<file path="config.mk">
export PLATFORM = sky130hd
export DESIGN_NAME = periph_top
export DESIGN_NICKNAME = d
export VERILOG_FILES = /design/src/periph_pkg.sv /design/src/periph_top.sv /design/src/intr_ctrl.sv /design/src/timer_block.sv /design/src/gpio_block.sv /design/src/periph_xbar.sv
export SDC_FILE = /design/constraint.sdc
export NUM_CORES = 1
export LEC_CHECK = 0
export ABC_AREA = 1
export BUFFER_PORTS_ARGS = -buffer_cell sky130_fd_sc_hd__buf_2
export CAP_MARGIN = 15
export CORE_UTILIZATION = 62
export CTS_CLUSTER_SIZE = 8
export DETAILED_ROUTE_END_ITERATION = 12
export PLACE_DENSITY = 0.83
export SYNTH_ARGS = -nofsm -noshare
export SYNTH_HDL_FRONTEND = slang
export SYNTH_SLANG_ARGS = --single-unit
</file>
<file path="constraint.sdc">
create_clock -name clk_i -period 3.8 [get_ports clk_i]
set_clock_uncertainty 0.05 [all_clocks]
set_input_delay 0.38 -clock clk_i [delete_from_list [all_inputs] [get_ports clk_i]]
set_output_delay 0.38 -clock clk_i [all_outputs]
set_load 0.01 [all_outputs]
</file>
<file path="src/periph_pkg.sv">
// ********************************************************************
// Shared widths, address map, register offsets and bus structs
// for the peripheral subsystem
// ********************************************************************
`default_nettype none

package periph_pkg;

  localparam int DATA_W   = 32;
  localparam int ADDR_W   = 12;
  localparam int OFFS_W   = 8;
  localparam int GPIO_W   = 8;
  localparam int NUM_SRC  = 9;
  localparam int SRC_ID_W = 4;

  // Device field, address bits 11:8
  typedef enum logic [3:0] {
    DEV_GPIO  = 4'd0,
    DEV_TIMER = 4'd1,
    DEV_INTR  = 4'd2
  } dev_sel_e;

  typedef enum logic [7:0] {
    GPIO_OUT     = 8'h00,
    GPIO_IN      = 8'h04,
    GPIO_EDGE_EN = 8'h08
  } gpio_reg_e;

  typedef enum logic [7:0] {
    TIMER_CTRL  = 8'h00,
    TIMER_MTIME = 8'h04,
    TIMER_CMP   = 8'h08
  } timer_reg_e;

  // Claim reads return ID plus one, 0 means nothing pending
  typedef enum logic [7:0] {
    INTR_PENDING = 8'h00,
    INTR_ENABLE  = 8'h04,
    INTR_CLAIM   = 8'h08
  } intr_reg_e;

  // Host side
  typedef struct packed {
    logic              write;
    logic [ADDR_W-1:0] addr;
    logic [DATA_W-1:0] wdata;
  } bus_req_t;

  typedef struct packed {
    logic [DATA_W-1:0] rdata;
    logic              err;
  } bus_rsp_t;

  // Device side, enables last one cycle
  typedef struct packed {
    logic              we;
    logic              re;
    logic [OFFS_W-1:0] offs;
    logic [DATA_W-1:0] wdata;
  } reg_req_t;

  typedef struct packed {
    logic [DATA_W-1:0] rdata;
    logic              err;
  } reg_rsp_t;

endpackage

`default_nettype wire
</file>
<file path="src/periph_top.sv">
// ********************************************************************
// Peripheral subsystem top: crossbar, GPIO, timer, interrupts
// ********************************************************************
`timescale 1ns/100ps
`default_nettype none

module periph_top (
  input  wire logic                          clk_i,
  input  wire logic                          rst_i,
  input  wire logic                          req_valid_i,
  output logic                               req_ready_o,
  input  wire periph_pkg::bus_req_t          req_i,
  output logic                               rsp_valid_o,
  input  wire logic                          rsp_ready_i,
  output periph_pkg::bus_rsp_t               rsp_o,
  input  wire logic [periph_pkg::GPIO_W-1:0] gpio_i,
  output logic [periph_pkg::GPIO_W-1:0]      gpio_o,
  output logic                               irq_o
);

  periph_pkg::reg_req_t gpio_req;
  periph_pkg::reg_rsp_t gpio_rsp;
  periph_pkg::reg_req_t timer_req;
  periph_pkg::reg_rsp_t timer_rsp;
  periph_pkg::reg_req_t intr_req;
  periph_pkg::reg_rsp_t intr_rsp;

  // Interrupt sources
  logic [periph_pkg::GPIO_W-1:0] gpio_evt;
  logic                          timer_irq;

  periph_xbar u_xbar (
    .clk_i       (clk_i),
    .rst_i       (rst_i),
    .req_valid_i (req_valid_i),
    .req_ready_o (req_ready_o),
    .req_i       (req_i),
    .rsp_valid_o (rsp_valid_o),
    .rsp_ready_i (rsp_ready_i),
    .rsp_o       (rsp_o),
    .gpio_req_o  (gpio_req),
    .gpio_rsp_i  (gpio_rsp),
    .timer_req_o (timer_req),
    .timer_rsp_i (timer_rsp),
    .intr_req_o  (intr_req),
    .intr_rsp_i  (intr_rsp)
  );

  gpio_block u_gpio (
    .clk_i      (clk_i),
    .rst_i      (rst_i),
    .reg_req_i  (gpio_req),
    .reg_rsp_o  (gpio_rsp),
    .gpio_i     (gpio_i),
    .gpio_o     (gpio_o),
    .gpio_evt_o (gpio_evt)
  );

  timer_block u_timer (
    .clk_i       (clk_i),
    .rst_i       (rst_i),
    .reg_req_i   (timer_req),
    .reg_rsp_o   (timer_rsp),
    .timer_req_o (timer_irq)
  );

  intr_ctrl u_intr (
    .clk_i       (clk_i),
    .rst_i       (rst_i),
    .reg_req_i   (intr_req),
    .reg_rsp_o   (intr_rsp),
    .gpio_evt_i  (gpio_evt),
    .timer_req_i (timer_irq),
    .irq_o       (irq_o)
  );

endmodule

`default_nettype wire

</file>
<file path="src/intr_ctrl.sv">
// ********************************************************************
// Interrupt controller: pending, enable, claim/complete, irq output
// ********************************************************************
`timescale 1ns/100ps
`default_nettype none

module intr_ctrl (
  input  wire logic                          clk_i,
  input  wire logic                          rst_i,
  input  wire periph_pkg::reg_req_t          reg_req_i,
  output periph_pkg::reg_rsp_t               reg_rsp_o,
  input  wire logic [periph_pkg::GPIO_W-1:0] gpio_evt_i,
  input  wire logic                          timer_req_i,
  output logic                               irq_o
);

  logic [periph_pkg::NUM_SRC-1:0]  src;
  logic [periph_pkg::NUM_SRC-1:0]  pending_q;
  logic [periph_pkg::NUM_SRC-1:0]  enable_q;
  logic [periph_pkg::NUM_SRC-1:0]  active;
  logic [periph_pkg::NUM_SRC-1:0]  clr_mask;
  logic [periph_pkg::SRC_ID_W-1:0] claim_id;
  logic                            irq_q;
  logic                            complete;
  periph_pkg::intr_reg_e           reg_sel;

  // GPIO pins are IDs 0-7, timer is ID 8
  assign src      = {timer_req_i, gpio_evt_i};
  assign active   = pending_q & enable_q;
  assign reg_sel  = periph_pkg::intr_reg_e'(reg_req_i.offs);
  assign complete = reg_req_i.we && reg_sel == periph_pkg::INTR_CLAIM;

  // Lowest ID wins, search from the top down
  always_comb begin
    claim_id = '0;
    for (int i = periph_pkg::NUM_SRC - 1; i >= 0; i--) begin
      if (active[i]) begin
        claim_id = i[periph_pkg::SRC_ID_W-1:0] + 1'b1;
      end
    end
  end

  always_comb begin
    clr_mask = '0;
    for (int i = 0; i < periph_pkg::NUM_SRC; i++) begin
      clr_mask[i] = complete && (reg_req_i.wdata == i + 1);
    end
  end

  // A source still high on completion keeps its bit set
  always_ff @(posedge clk_i) begin
    if (rst_i) begin
      pending_q <= '0;
      enable_q  <= '0;
      irq_q     <= 1'b0;
    end else begin
      pending_q <= (pending_q & ~clr_mask) | src;
      irq_q     <= |active;
      if (reg_req_i.we && reg_sel == periph_pkg::INTR_ENABLE) begin
        enable_q <= reg_req_i.wdata[periph_pkg::NUM_SRC-1:0];
      end
    end
  end

  always_comb begin
    reg_rsp_o.rdata = '0;
    reg_rsp_o.err   = 1'b0;
    case (reg_sel)
      periph_pkg::INTR_PENDING: begin
        reg_rsp_o.rdata[periph_pkg::NUM_SRC-1:0] = pending_q;
        reg_rsp_o.err = reg_req_i.we;
      end
      periph_pkg::INTR_ENABLE: reg_rsp_o.rdata[periph_pkg::NUM_SRC-1:0] = enable_q;
      periph_pkg::INTR_CLAIM:  reg_rsp_o.rdata[periph_pkg::SRC_ID_W-1:0] = claim_id;
      default:                 reg_rsp_o.err = 1'b1;
    endcase
  end

  assign irq_o = irq_q;

  a_irq_cause: assert property (@(posedge clk_i) disable iff (rst_i)
    $rose(irq_o) |-> $past(|(pending_q & enable_q)));

  a_claim_range: assert property (@(posedge clk_i) disable iff (rst_i)
    claim_id <= periph_pkg::NUM_SRC);

endmodule

`default_nettype wire

</file>
<file path="src/timer_block.sv">
// ********************************************************************
// Machine timer: mtime counter, compare register, expiry request
// ********************************************************************
`timescale 1ns/100ps
`default_nettype none

module timer_block (
  input  wire logic                 clk_i,
  input  wire logic                 rst_i,
  input  wire periph_pkg::reg_req_t reg_req_i,
  output periph_pkg::reg_rsp_t      reg_rsp_o,
  output logic                      timer_req_o
);

  logic                          en_q;
  logic [periph_pkg::DATA_W-1:0] mtime_q;
  logic [periph_pkg::DATA_W-1:0] cmp_q;
  logic                          req_q;
  periph_pkg::timer_reg_e        reg_sel;

  assign reg_sel = periph_pkg::timer_reg_e'(reg_req_i.offs);

  always_ff @(posedge clk_i) begin
    if (rst_i) begin
      en_q  <= 1'b0;
      cmp_q <= '1;
    end else if (reg_req_i.we) begin
      if (reg_sel == periph_pkg::TIMER_CTRL) begin
        en_q <= reg_req_i.wdata[0];
      end
      if (reg_sel == periph_pkg::TIMER_CMP) begin
        cmp_q <= reg_req_i.wdata;
      end
    end
  end

  // Bus write wins over the increment
  always_ff @(posedge clk_i) begin
    if (rst_i) begin
      mtime_q <= '0;
    end else if (reg_req_i.we && reg_sel == periph_pkg::TIMER_MTIME) begin
      mtime_q <= reg_req_i.wdata;
    end else if (en_q) begin
      mtime_q <= mtime_q + 1'b1;
    end
  end

  always_ff @(posedge clk_i) begin
    if (rst_i) begin
      req_q <= 1'b0;
    end else begin
      req_q <= en_q && (mtime_q >= cmp_q);
    end
  end

  always_comb begin
    reg_rsp_o.rdata = '0;
    reg_rsp_o.err   = 1'b0;
    case (reg_sel)
      periph_pkg::TIMER_CTRL:  reg_rsp_o.rdata[0] = en_q;
      periph_pkg::TIMER_MTIME: reg_rsp_o.rdata    = mtime_q;
      periph_pkg::TIMER_CMP:   reg_rsp_o.rdata    = cmp_q;
      default:                 reg_rsp_o.err      = 1'b1;
    endcase
  end

  assign timer_req_o = req_q;

endmodule

`default_nettype wire

</file>
<file path="src/gpio_block.sv">
// ********************************************************************
// GPIO: output register, input synchronizer, rising-edge events
// ********************************************************************
`timescale 1ns/100ps
`default_nettype none

module gpio_block (
  input  wire logic                         clk_i,
  input  wire logic                         rst_i,
  input  wire periph_pkg::reg_req_t         reg_req_i,
  output periph_pkg::reg_rsp_t              reg_rsp_o,
  input  wire logic [periph_pkg::GPIO_W-1:0] gpio_i,
  output logic [periph_pkg::GPIO_W-1:0]      gpio_o,
  output logic [periph_pkg::GPIO_W-1:0]      gpio_evt_o
);

  logic [periph_pkg::GPIO_W-1:0] out_q;
  logic [periph_pkg::GPIO_W-1:0] edge_en_q;
  logic [periph_pkg::GPIO_W-1:0] sync1_q;
  logic [periph_pkg::GPIO_W-1:0] sync2_q;
  logic [periph_pkg::GPIO_W-1:0] sync3_q;
  logic [periph_pkg::GPIO_W-1:0] evt_q;

  always_ff @(posedge clk_i) begin
    if (rst_i) begin
      out_q     <= '0;
      edge_en_q <= '0;
    end else if (reg_req_i.we) begin
      case (periph_pkg::gpio_reg_e'(reg_req_i.offs))
        periph_pkg::GPIO_OUT:     out_q     <= reg_req_i.wdata[periph_pkg::GPIO_W-1:0];
        periph_pkg::GPIO_EDGE_EN: edge_en_q <= reg_req_i.wdata[periph_pkg::GPIO_W-1:0];
        default: ;
      endcase
    end
  end

  // Two sync stages, third one is the previous value for edge detect
  always_ff @(posedge clk_i) begin
    if (rst_i) begin
      sync1_q <= '0;
      sync2_q <= '0;
      sync3_q <= '0;
      evt_q   <= '0;
    end else begin
      sync1_q <= gpio_i;
      sync2_q <= sync1_q;
      sync3_q <= sync2_q;
      evt_q   <= sync2_q & ~sync3_q & edge_en_q;
    end
  end

  always_comb begin
    reg_rsp_o.rdata = '0;
    reg_rsp_o.err   = 1'b0;
    case (periph_pkg::gpio_reg_e'(reg_req_i.offs))
      periph_pkg::GPIO_OUT:     reg_rsp_o.rdata[periph_pkg::GPIO_W-1:0] = out_q;
      periph_pkg::GPIO_EDGE_EN: reg_rsp_o.rdata[periph_pkg::GPIO_W-1:0] = edge_en_q;
      periph_pkg::GPIO_IN: begin
        reg_rsp_o.rdata[periph_pkg::GPIO_W-1:0] = sync2_q;
        // Read only
        reg_rsp_o.err = reg_req_i.we;
      end
      default: reg_rsp_o.err = 1'b1;
    endcase
  end

  assign gpio_o     = out_q;
  assign gpio_evt_o = evt_q;

endmodule

`default_nettype wire

</file>
<file path="src/periph_xbar.sv">
// ********************************************************************
// Register-bus crossbar: device decode, strobes, held response
// ********************************************************************
`timescale 1ns/100ps
`default_nettype none

module periph_xbar (
  input  wire logic                 clk_i,
  input  wire logic                 rst_i,
  input  wire logic                 req_valid_i,
  output logic                      req_ready_o,
  input  wire periph_pkg::bus_req_t req_i,
  output logic                      rsp_valid_o,
  input  wire logic                 rsp_ready_i,
  output periph_pkg::bus_rsp_t      rsp_o,
  output periph_pkg::reg_req_t      gpio_req_o,
  input  wire periph_pkg::reg_rsp_t gpio_rsp_i,
  output periph_pkg::reg_req_t      timer_req_o,
  input  wire periph_pkg::reg_rsp_t timer_rsp_i,
  output periph_pkg::reg_req_t      intr_req_o,
  input  wire periph_pkg::reg_rsp_t intr_rsp_i
);

  periph_pkg::dev_sel_e dev_sel;
  periph_pkg::reg_req_t base_req;
  periph_pkg::bus_rsp_t rsp_d;
  periph_pkg::bus_rsp_t rsp_q;
  logic                 rsp_valid_q;
  logic                 accept;

  // Keep enables only for the addressed device
  function automatic periph_pkg::reg_req_t gate_req(input periph_pkg::reg_req_t req,
                                                     input logic sel);
    periph_pkg::reg_req_t gated;
    gated    = req;
    gated.we = req.we & sel;
    gated.re = req.re & sel;
    return gated;
  endfunction

  // Free slot, or the held response leaves on this edge
  assign req_ready_o = ~rsp_valid_q | rsp_ready_i;
  assign accept      = req_valid_i & req_ready_o;
  assign dev_sel     = periph_pkg::dev_sel_e'(req_i.addr[periph_pkg::ADDR_W-1:periph_pkg::OFFS_W]);

  assign base_req.we    = accept & req_i.write;
  assign base_req.re    = accept & ~req_i.write;
  assign base_req.offs  = req_i.addr[periph_pkg::OFFS_W-1:0];
  assign base_req.wdata = req_i.wdata;

  assign gpio_req_o  = gate_req(base_req, dev_sel == periph_pkg::DEV_GPIO);
  assign timer_req_o = gate_req(base_req, dev_sel == periph_pkg::DEV_TIMER);
  assign intr_req_o  = gate_req(base_req, dev_sel == periph_pkg::DEV_INTR);

  always_comb begin
    case (dev_sel)
      periph_pkg::DEV_GPIO:  rsp_d = periph_pkg::bus_rsp_t'(gpio_rsp_i);
      periph_pkg::DEV_TIMER: rsp_d = periph_pkg::bus_rsp_t'(timer_rsp_i);
      periph_pkg::DEV_INTR:  rsp_d = periph_pkg::bus_rsp_t'(intr_rsp_i);
      default: begin
        // unmapped device
        rsp_d.rdata = '0;
        rsp_d.err   = 1'b1;
      end
    endcase
  end

  always_ff @(posedge clk_i) begin
    if (rst_i) begin
      rsp_valid_q <= 1'b0;
    end else if (accept) begin
      rsp_valid_q <= 1'b1;
    end else if (rsp_ready_i) begin
      rsp_valid_q <= 1'b0;
    end
  end

  always_ff @(posedge clk_i) begin
    if (accept) begin
      rsp_q <= rsp_d;
    end
  end

  assign rsp_valid_o = rsp_valid_q;
  assign rsp_o       = rsp_q;

  // Response held unchanged under back-pressure
  a_rsp_stable: assert property (@(posedge clk_i) disable iff (rst_i)
    rsp_valid_o && !rsp_ready_i |=> rsp_valid_o && $stable(rsp_o));

  a_one_strobe: assert property (@(posedge clk_i) disable iff (rst_i)
    $onehot0({gpio_req_o.we | gpio_req_o.re, timer_req_o.we | timer_req_o.re,
              intr_req_o.we | intr_req_o.re}));

endmodule

`default_nettype wire

</file>
==> Word level (Yosys, flattened, before mapping) <==
Cells that the tools add are included.
{ "word_totals": {"ff_bits": 167, "latch_bits": 0, "ramBits": 0, "mem_bits_ro": 0, "in_bits": 57, "output_inout_bits": 44, "wordCells": 92, "memories": 0} }
{ "op_classes": {"n_addsub": 1, "n_mul": 0, "div_mod_pow": 0, "magnitude_cmp": 1, "eq_ne": 13, "n_shift": 0, "mux": 22, "bitwise_logic": 14, "reduce_logical": 25} }
{ "ops": {"columns": ["cell", "count"], "rows": [
  ["32-bit by 3-bit == test with 1-bit output, second input constant", 4],
  ["33-bit one-hot mux with 3 select lines", 1],
  ["32-bit by 2-bit == test with 1-bit output, second input constant", 2],
  ["32-bit by 4-bit == test with 1-bit output, second input constant", 2],
  ["32-bit two-way mux", 2],
  ["31-bit one-hot mux with 2 select lines", 1],
  ["4-bit two-way mux", 9],
  ["32-bit by 1-bit adder with 32-bit output, second input constant", 1],
  ["32-bit by 1-bit == test with 1-bit output, second input constant", 1],
  ["32-bit >= comparator", 1],
  ["8-bit one-hot mux with 3 select lines", 1],
  ["9-bit bitwise AND", 2],
  ["8-bit bitwise AND", 2],
  ["1-bit logical AND", 13],
  ["4-bit one-hot mux with 3 select lines", 1],
  ["5-bit one-hot mux with 2 select lines", 1],
  ["9-bit inverter", 1],
  ["9-bit OR", 1],
  ["9-bit OR reduction", 1],
  ["8-bit by 3-bit == test with 1-bit output, second input constant", 1],
  ["8-bit by 4-bit == test with 1-bit output, second input constant", 1],
  ["8-bit zero test", 1],
  ["8-bit inverter", 1],
  ["2-bit AND reduction", 4],
  ["12 further kinds", 21]
]} }

==> Depth between registers and ports, before layout <==
{ "logic_depth": {"word_depth": 12, "ltp_mapped": 14} }

==> Modules after synthesis <==
Synthesis repeated with hierarchy kept, for this count alone.
{ "unflattened": {"cells_unflattened": 1509, "hier_area_um2": 10866.7} }
{ "by_module_without_submodules": {"columns": ["module", "n_inst", "cells_each", "area_each_um2", "seq_area_each_um2"], "rows": [
  ["timer_block", 1, 676, 4514.3, 1321.3],
  ["periph_xbar", 1, 334, 2870.3, 1011.0],
  ["gpio_block", 1, 268, 2025.7, 960.9],
  ["intr_ctrl", 1, 231, 1456.4, 380.4]
]} }

==> Worst setup path after synthesis <==
No wires, ideal clock.
{ "synth_path": {"path_kind": "input-to-reg", "start": "input port rsp_ready_i", "end": "register u_timer.mtime_q[28] in the netlist's numbering", "setup_time_ns": 0.128, "t_arrival_ns": 2.046, "required_time_ns": 3.622, "slack_ns": 1.576, "cell_stages": 14, "n_path_buf": 1, "path_cell_list": "inv_1 > nand2_1 > nand2_1 > inv_2 > nand2_4 > nor2_4 > nand2_1 > nand2_2 > inv_2 > buf_2 > nand2_1 > o21ai_1 > a21oi_1 > nor2_1"} }
{ "synth_via": {"elab_chain_cells": 6, "word_cells_on_any_way": 7, "cone_classes": "mux (1); bitwise (4); reduce/logical (2)"} }
{ "synth_lines": {"columns": ["item", "line", "rtl"], "rows": [
  ["start, declared", "periph_top.sv:14", "input wire logic rsp_ready_i,"],
  ["1-bit OR (*)", "periph_xbar.sv:42", "assign req_ready_o = ~rsp_valid_q | rsp_ready_i;"],
  ["named net req_ready_o", "periph_top.sv:11", "output logic req_ready_o,"],
  ["1-bit bitwise AND (*)", "periph_xbar.sv:43", "assign accept = req_valid_i & req_ready_o;"],
  ["named net u_xbar.accept", "periph_xbar.sv:29", "logic accept;"],
  ["1-bit bitwise AND (*)", "periph_xbar.sv:46", "assign base_req.we = accept & req_i.write;"],
  ["1-bit bitwise AND (*)", "periph_xbar.sv:36", "gated.we = req.we & sel;"],
  ["1-bit logical AND (*)", "timer_block.sv:41", "end else if (reg_req_i.we && reg_sel == periph_pkg::TIMER_MTIME) begin"],
  ["32-bit two-way mux or 2-bit nonzero test (tied branches)", null, null],
  ["end signal, assigned", "timer_block.sv:42", "mtime_q <= reg_req_i.wdata;"],
  ["end signal, assigned", "timer_block.sv:44", "mtime_q <= mtime_q + 1'b1;"],
  ["end, declared", "timer_block.sv:16", "logic [periph_pkg::DATA_W-1:0] mtime_q;"]
]} }
The timed path passes the listed nets; every way through them passes the cells marked *.
A chain may end at the register's enable or synchronous reset.

==> Final worst setup path <==
{ "layout_path": {"start": "register u_xbar.rsp_valid_q (netlist: u_xbar.rsp_valid_o)", "end": "register u_gpio.edge_en_q[1] in the netlist's numbering"} }
{ "layout_via": {"elab_chain_cells": 6} }
{ "layout_lines": {"columns": ["item", "line", "rtl"], "rows": [
  ["start, declared", "periph_xbar.sv:28", "logic rsp_valid_q;"],
  ["start signal, assigned", "periph_xbar.sv:70", "rsp_valid_q <= 1'b0;"],
  ["start signal, assigned", "periph_xbar.sv:72", "rsp_valid_q <= 1'b1;"],
  ["start signal, assigned", "periph_xbar.sv:74", "rsp_valid_q <= 1'b0;"],
  ["1-bit inverter", "periph_xbar.sv:42", null],
  ["1-bit OR", "periph_xbar.sv:42", null],
  ["1-bit bitwise AND", "periph_xbar.sv:43", null],
  ["named net u_xbar.accept", "periph_xbar.sv:29", null],
  ["1-bit bitwise AND", "periph_xbar.sv:46", null],
  ["1-bit bitwise AND", "periph_xbar.sv:36", null],
  ["2-bit AND reduction (no source line)", null, null],
  ["end signal, assigned", "gpio_block.sv:31", "periph_pkg::GPIO_EDGE_EN: edge_en_q <= reg_req_i.wdata[periph_pkg::GPIO_W-1:0];"],
  ["end, declared", "gpio_block.sv:18", "logic [periph_pkg::GPIO_W-1:0] edge_en_q;"]
]} }
The timed path passes the listed nets, and every way through them passes these cells.

==> summary.md <==
| Metric | Value |
|---|---|
| Status | complete, no violations |
| Post-CTS setup buffers | 0 |
| Clock Tree Root | clkbuf_16 |
| Main synth FF type | dfxtp_1 |
| CTS tree | built |
| Routability cong. | approximately 0.96 |
| Slew headroom | between 20% and 30% |
| Non-Filler Instances | approximately 1400 |
| Slew Limit Fails | 0 |
| Vias per cell | between 5 and 6 |
| Final Net Count | 1344 |
| Async set-reset flop share out of synthesis | 0% |
| Worst vdd ir | between 0.3 and 0.4 mV |
| Worst Path Class, Setup | reg -> reg |
| Die footprint | 0.01436 mm2 |
| Dpl cells | 1410 |
| Global-route wire length before repair | 39.51 mm |
| Sequential element share of the synthesized area | between 40% and 50% |
| Crit-path most repeated cell | nand2_1 |
| Synth Area per Inst | roughly 7.4 um2 |
| Final Cycle Share | roughly 62% |
| Setup TNS | 0 ns |
| Worst-margin pin slew | roughly 1.1 ns |
| Initial Util | between 60% and 70% |
| Pin count of the biggest net entering global routing | 74 |
| Routed vias | roughly 8500 |
| Worst-path cell chain | nand2_1 -> nand2_1 -> inv_2 -> buf_4 -> nand4_1 -> o21ai_0 -> a21oi_1 |
| Synth cell types | between 40 and 50 |
| Syn Inst Count | roughly 1200 |
| CP required | 4.05 ns |
| Min Hold Slack | around 0.094 ns |
| Crit-path slowest cell | nand4_1 |
| Fraction of layout cells with a size suffix above 1 | around an eighth |
| Arrival @ worst endpoint | 2.60 ns |
| Ant diodes | 0 |
| Flops & latches, synth | 167 |
| Synthesized area | around 0.0086 mm2 |
| Total gr overflow | 0 |
| Clock Sinks | roughly 170 |
| Leakage Power | 4.517 nW |
| Clock latency at the later pin of the worst-skew pair | 0.43 ns |
| Critical path peak fanout | 34 |
| Die height | about 120 um |
| Critical Path Source Type | register |
| Pre-Repair DR Iteration Count | 8 |
| Crit end category | register |
| Yosys warns | 0 |
| Gates resized, CTS repair | 0 |
| Antenna viol nets, final | 0 |
| Number of synthesized flops with an enable pin | 33 |
| Initial antenna violation count | 0 |
| Buf/Inv on CP | 2 |
| CP delay by family, top | simple AND/OR/NAND/NOR gates |
| Final setup viols | 0 |
| Die Width | approximately 120 um |
| Clock Pin Slew Worst Setup and Hold Paths | 0.07 ns |
| RSZ-0062 raised after global routing | false |
| Syn_nets | approximately 1300 |
| Fmax | around 430 MHz |
| GRT Util Overall | 35.87% |
| Std cell rows | 42 |
| Worst hold path type | in -> reg |
| Area Growth Syn to Fin | 14.26% |
| Final Hold Vio Count | 0 |
| MaxCap Viol Count | 0 |
| H-tree depth | 4 |
| Vias in the first global route | around 7500 |
| Deepest clock path buffer count | 2 |
| DR WL/cell | ~17 um |
| HPWL Detailed | roughly 18 mm |
| DRC Markers | 0 |
| Critical path's largest stage delay | between 0.6 and 0.7 ns |
| Cell Pwr Density | a little under 400 mW/mm2 |
| Drt initial violations | 1298 |
| PortBufs | 100 |
| CTS buffer count | 17 |
| Core Area | about 0.013 mm2 |
| Min cycle time layout | between 2 and 2.5 ns |
| Fillcell total | 1070 |
| CTS Hold Bufs | 0 |
| Io pins | just over 100 |
| Total Wirelength | between 20 and 25 mm |
==> state kept, by name, indices dropped and copies added (netlist names) <==
register / cells
u_xbar.rsp_valid_o: 1
u_xbar.rsp_o: 33
u_intr.enable_q: 9
u_timer.timer_req_o: 1
u_timer.cmp_q: 32
u_timer.en_q: 1
u_gpio.edge_en_q: 8
u_gpio.sync2_q: 8
u_gpio.gpio_evt_o: 8
u_intr.pending_q: 9
u_gpio.sync3_q: 8
u_gpio.gpio_o: 8
u_gpio.sync1_q: 8
u_timer.mtime_q: 32
u_intr.irq_o: 1
==> placed cells by master, fill, tap and decap left out, drive strengths merged <==
| master | Yosys | routed |
|---|---|---|
| a31oi | 3 | 3 |
| clkinv | 1 | 4 |
| bufinv | 0 | 2 |
| ha | 33 | 33 |
| o21ai | 58 | 58 |
| a41oi | 1 | 1 |
| xnor2 | 2 | 2 |
| nand3 | 48 | 48 |
| nand2 | 281 | 281 |
| o22ai | 10 | 10 |
| nand4 | 24 | 24 |
| o2111ai | 1 | 1 |
| buf | 16 | 110 |
| nor3 | 29 | 29 |
| dfxtp | 134 | 134 |
| nor4 | 13 | 13 |
| clkbuf | 30 | 19 |
| or2 | 2 | 2 |
| nor2 | 113 | 113 |
| edfxtp | 33 | 33 |
| o211ai | 31 | 31 |
| a211oi | 11 | 11 |
| nor3b | 2 | 2 |
| a21oi | 96 | 96 |
| xor2 | 15 | 15 |
| a21o | 2 | 2 |
| o31ai | 2 | 2 |
| inv | 166 | 174 |
| o311ai | 1 | 1 |
| o221ai | 7 | 7 |
| nand3b | 5 | 5 |
| o21bai | 1 | 1 |
==> logic make-up after synthesis <==
kind of cell,after synthesis,share of synthesized area (%)
xor gates and xnor gates,17,1.729
and+or+nand+nor,517,26.12
adders and majority gates,33,4.796
AOI/OAI and AO/OA,224,15.13
buffers and inverters,213,9.562
DFF,167,42.67
==> synthesized netlist by cell type, types with 10 or more instances <==
cell,instances,share of area [%]
buf_2,13,0.76
dfxtp_1,134,31
o211ai_1,31,2.7
nand4_1,23,1.7
nand3_1,47,2.7
edfxtp_1,33,12
xor2_1,15,1.5
nor4_1,12,0.87
ha_1,33,4.8
o22ai_1,10,0.73
a21oi_1,96,5.6
nor2_1,109,4.8
nand2_1,278,12
nor3_1,24,1.4
inv_1,162,7.1
clkbuf_1,30,1.3
o21ai_0,54,3.1
==> worst min-delay path, delay by kind of cell <==
family	cells	cell delay (ns)
and+or+nand+nor	1	0.06
buffers and inverters	2	0.10
==> cell type report <==
class	instances	area [um2]	area share, %
Inverter	167	626.9	6.372
Tap cell	176	220.2	2.239
Clock buffer	19	452.9	4.604
Timing Repair Buffer	110	588.1	5.978
Clock inverter	13	157.7	1.603
Sequential cell	167	3674	37.34
Multi-Input combinational cell	791	4118	41.86
==> routing by layer <==
layer	vias to the layer above	part of all wire (%)	global-route usage (%)
met5	-	0	0
met4	0	1.8	9.375
met3	45	13	11.36
met2	511	43	52.38
met1	3903	42	51.04
li1	4048	-	-
==> metrics by stage <==
| stage | instance area [um2] | utilization [%] | setup slack (ns) | total power [mW] |
|---|---|---|---|---|
| 2_1_floorplan | 8610 | - | 1.576 | 1.959 |
| 3_3_place_gp | 9206 | 68.70 | 1.193 | 2.045 |
| 3_5_place_dp | 9206 | 68.70 | 1.140 | 2.049 |
| 4_1_cts | 9817 | 73.26 | 1.488 | 3.797 |
| 5_1_grt | 9837 | 73.41 | 1.218 | 3.908 |
| 6_report | 9837 | 73.41 | 1.451 | 3.806 |
==> power breakdown <==
group          internal (mW)  switching [mW]  total (mW)
Combinational         0.0525           0.126       0.178
Sequential              1.83         0.00633        1.84
Clock                   1.03           0.764        1.79
==> path summary, 6_finish.rpt <==
| path | slack, ns | end | from | depth (start not counted) |
|---|---|---|---|---|
| max | 1.45 | u_gpio.edge_en_q[1] | u_xbar.rsp_valid_o | 7 |
| min | 0.09 | u_gpio.sync1_q[3] | gpio_i[3] | 3 |
| max reg2reg | 1.45 | u_gpio.edge_en_q[1] | u_xbar.rsp_valid_o | 7 |
| min reg2reg | 0.34 | u_gpio.gpio_evt_o[4] | u_gpio.sync3_q[4] | 1 |
(Power assumes the default switching activity.)
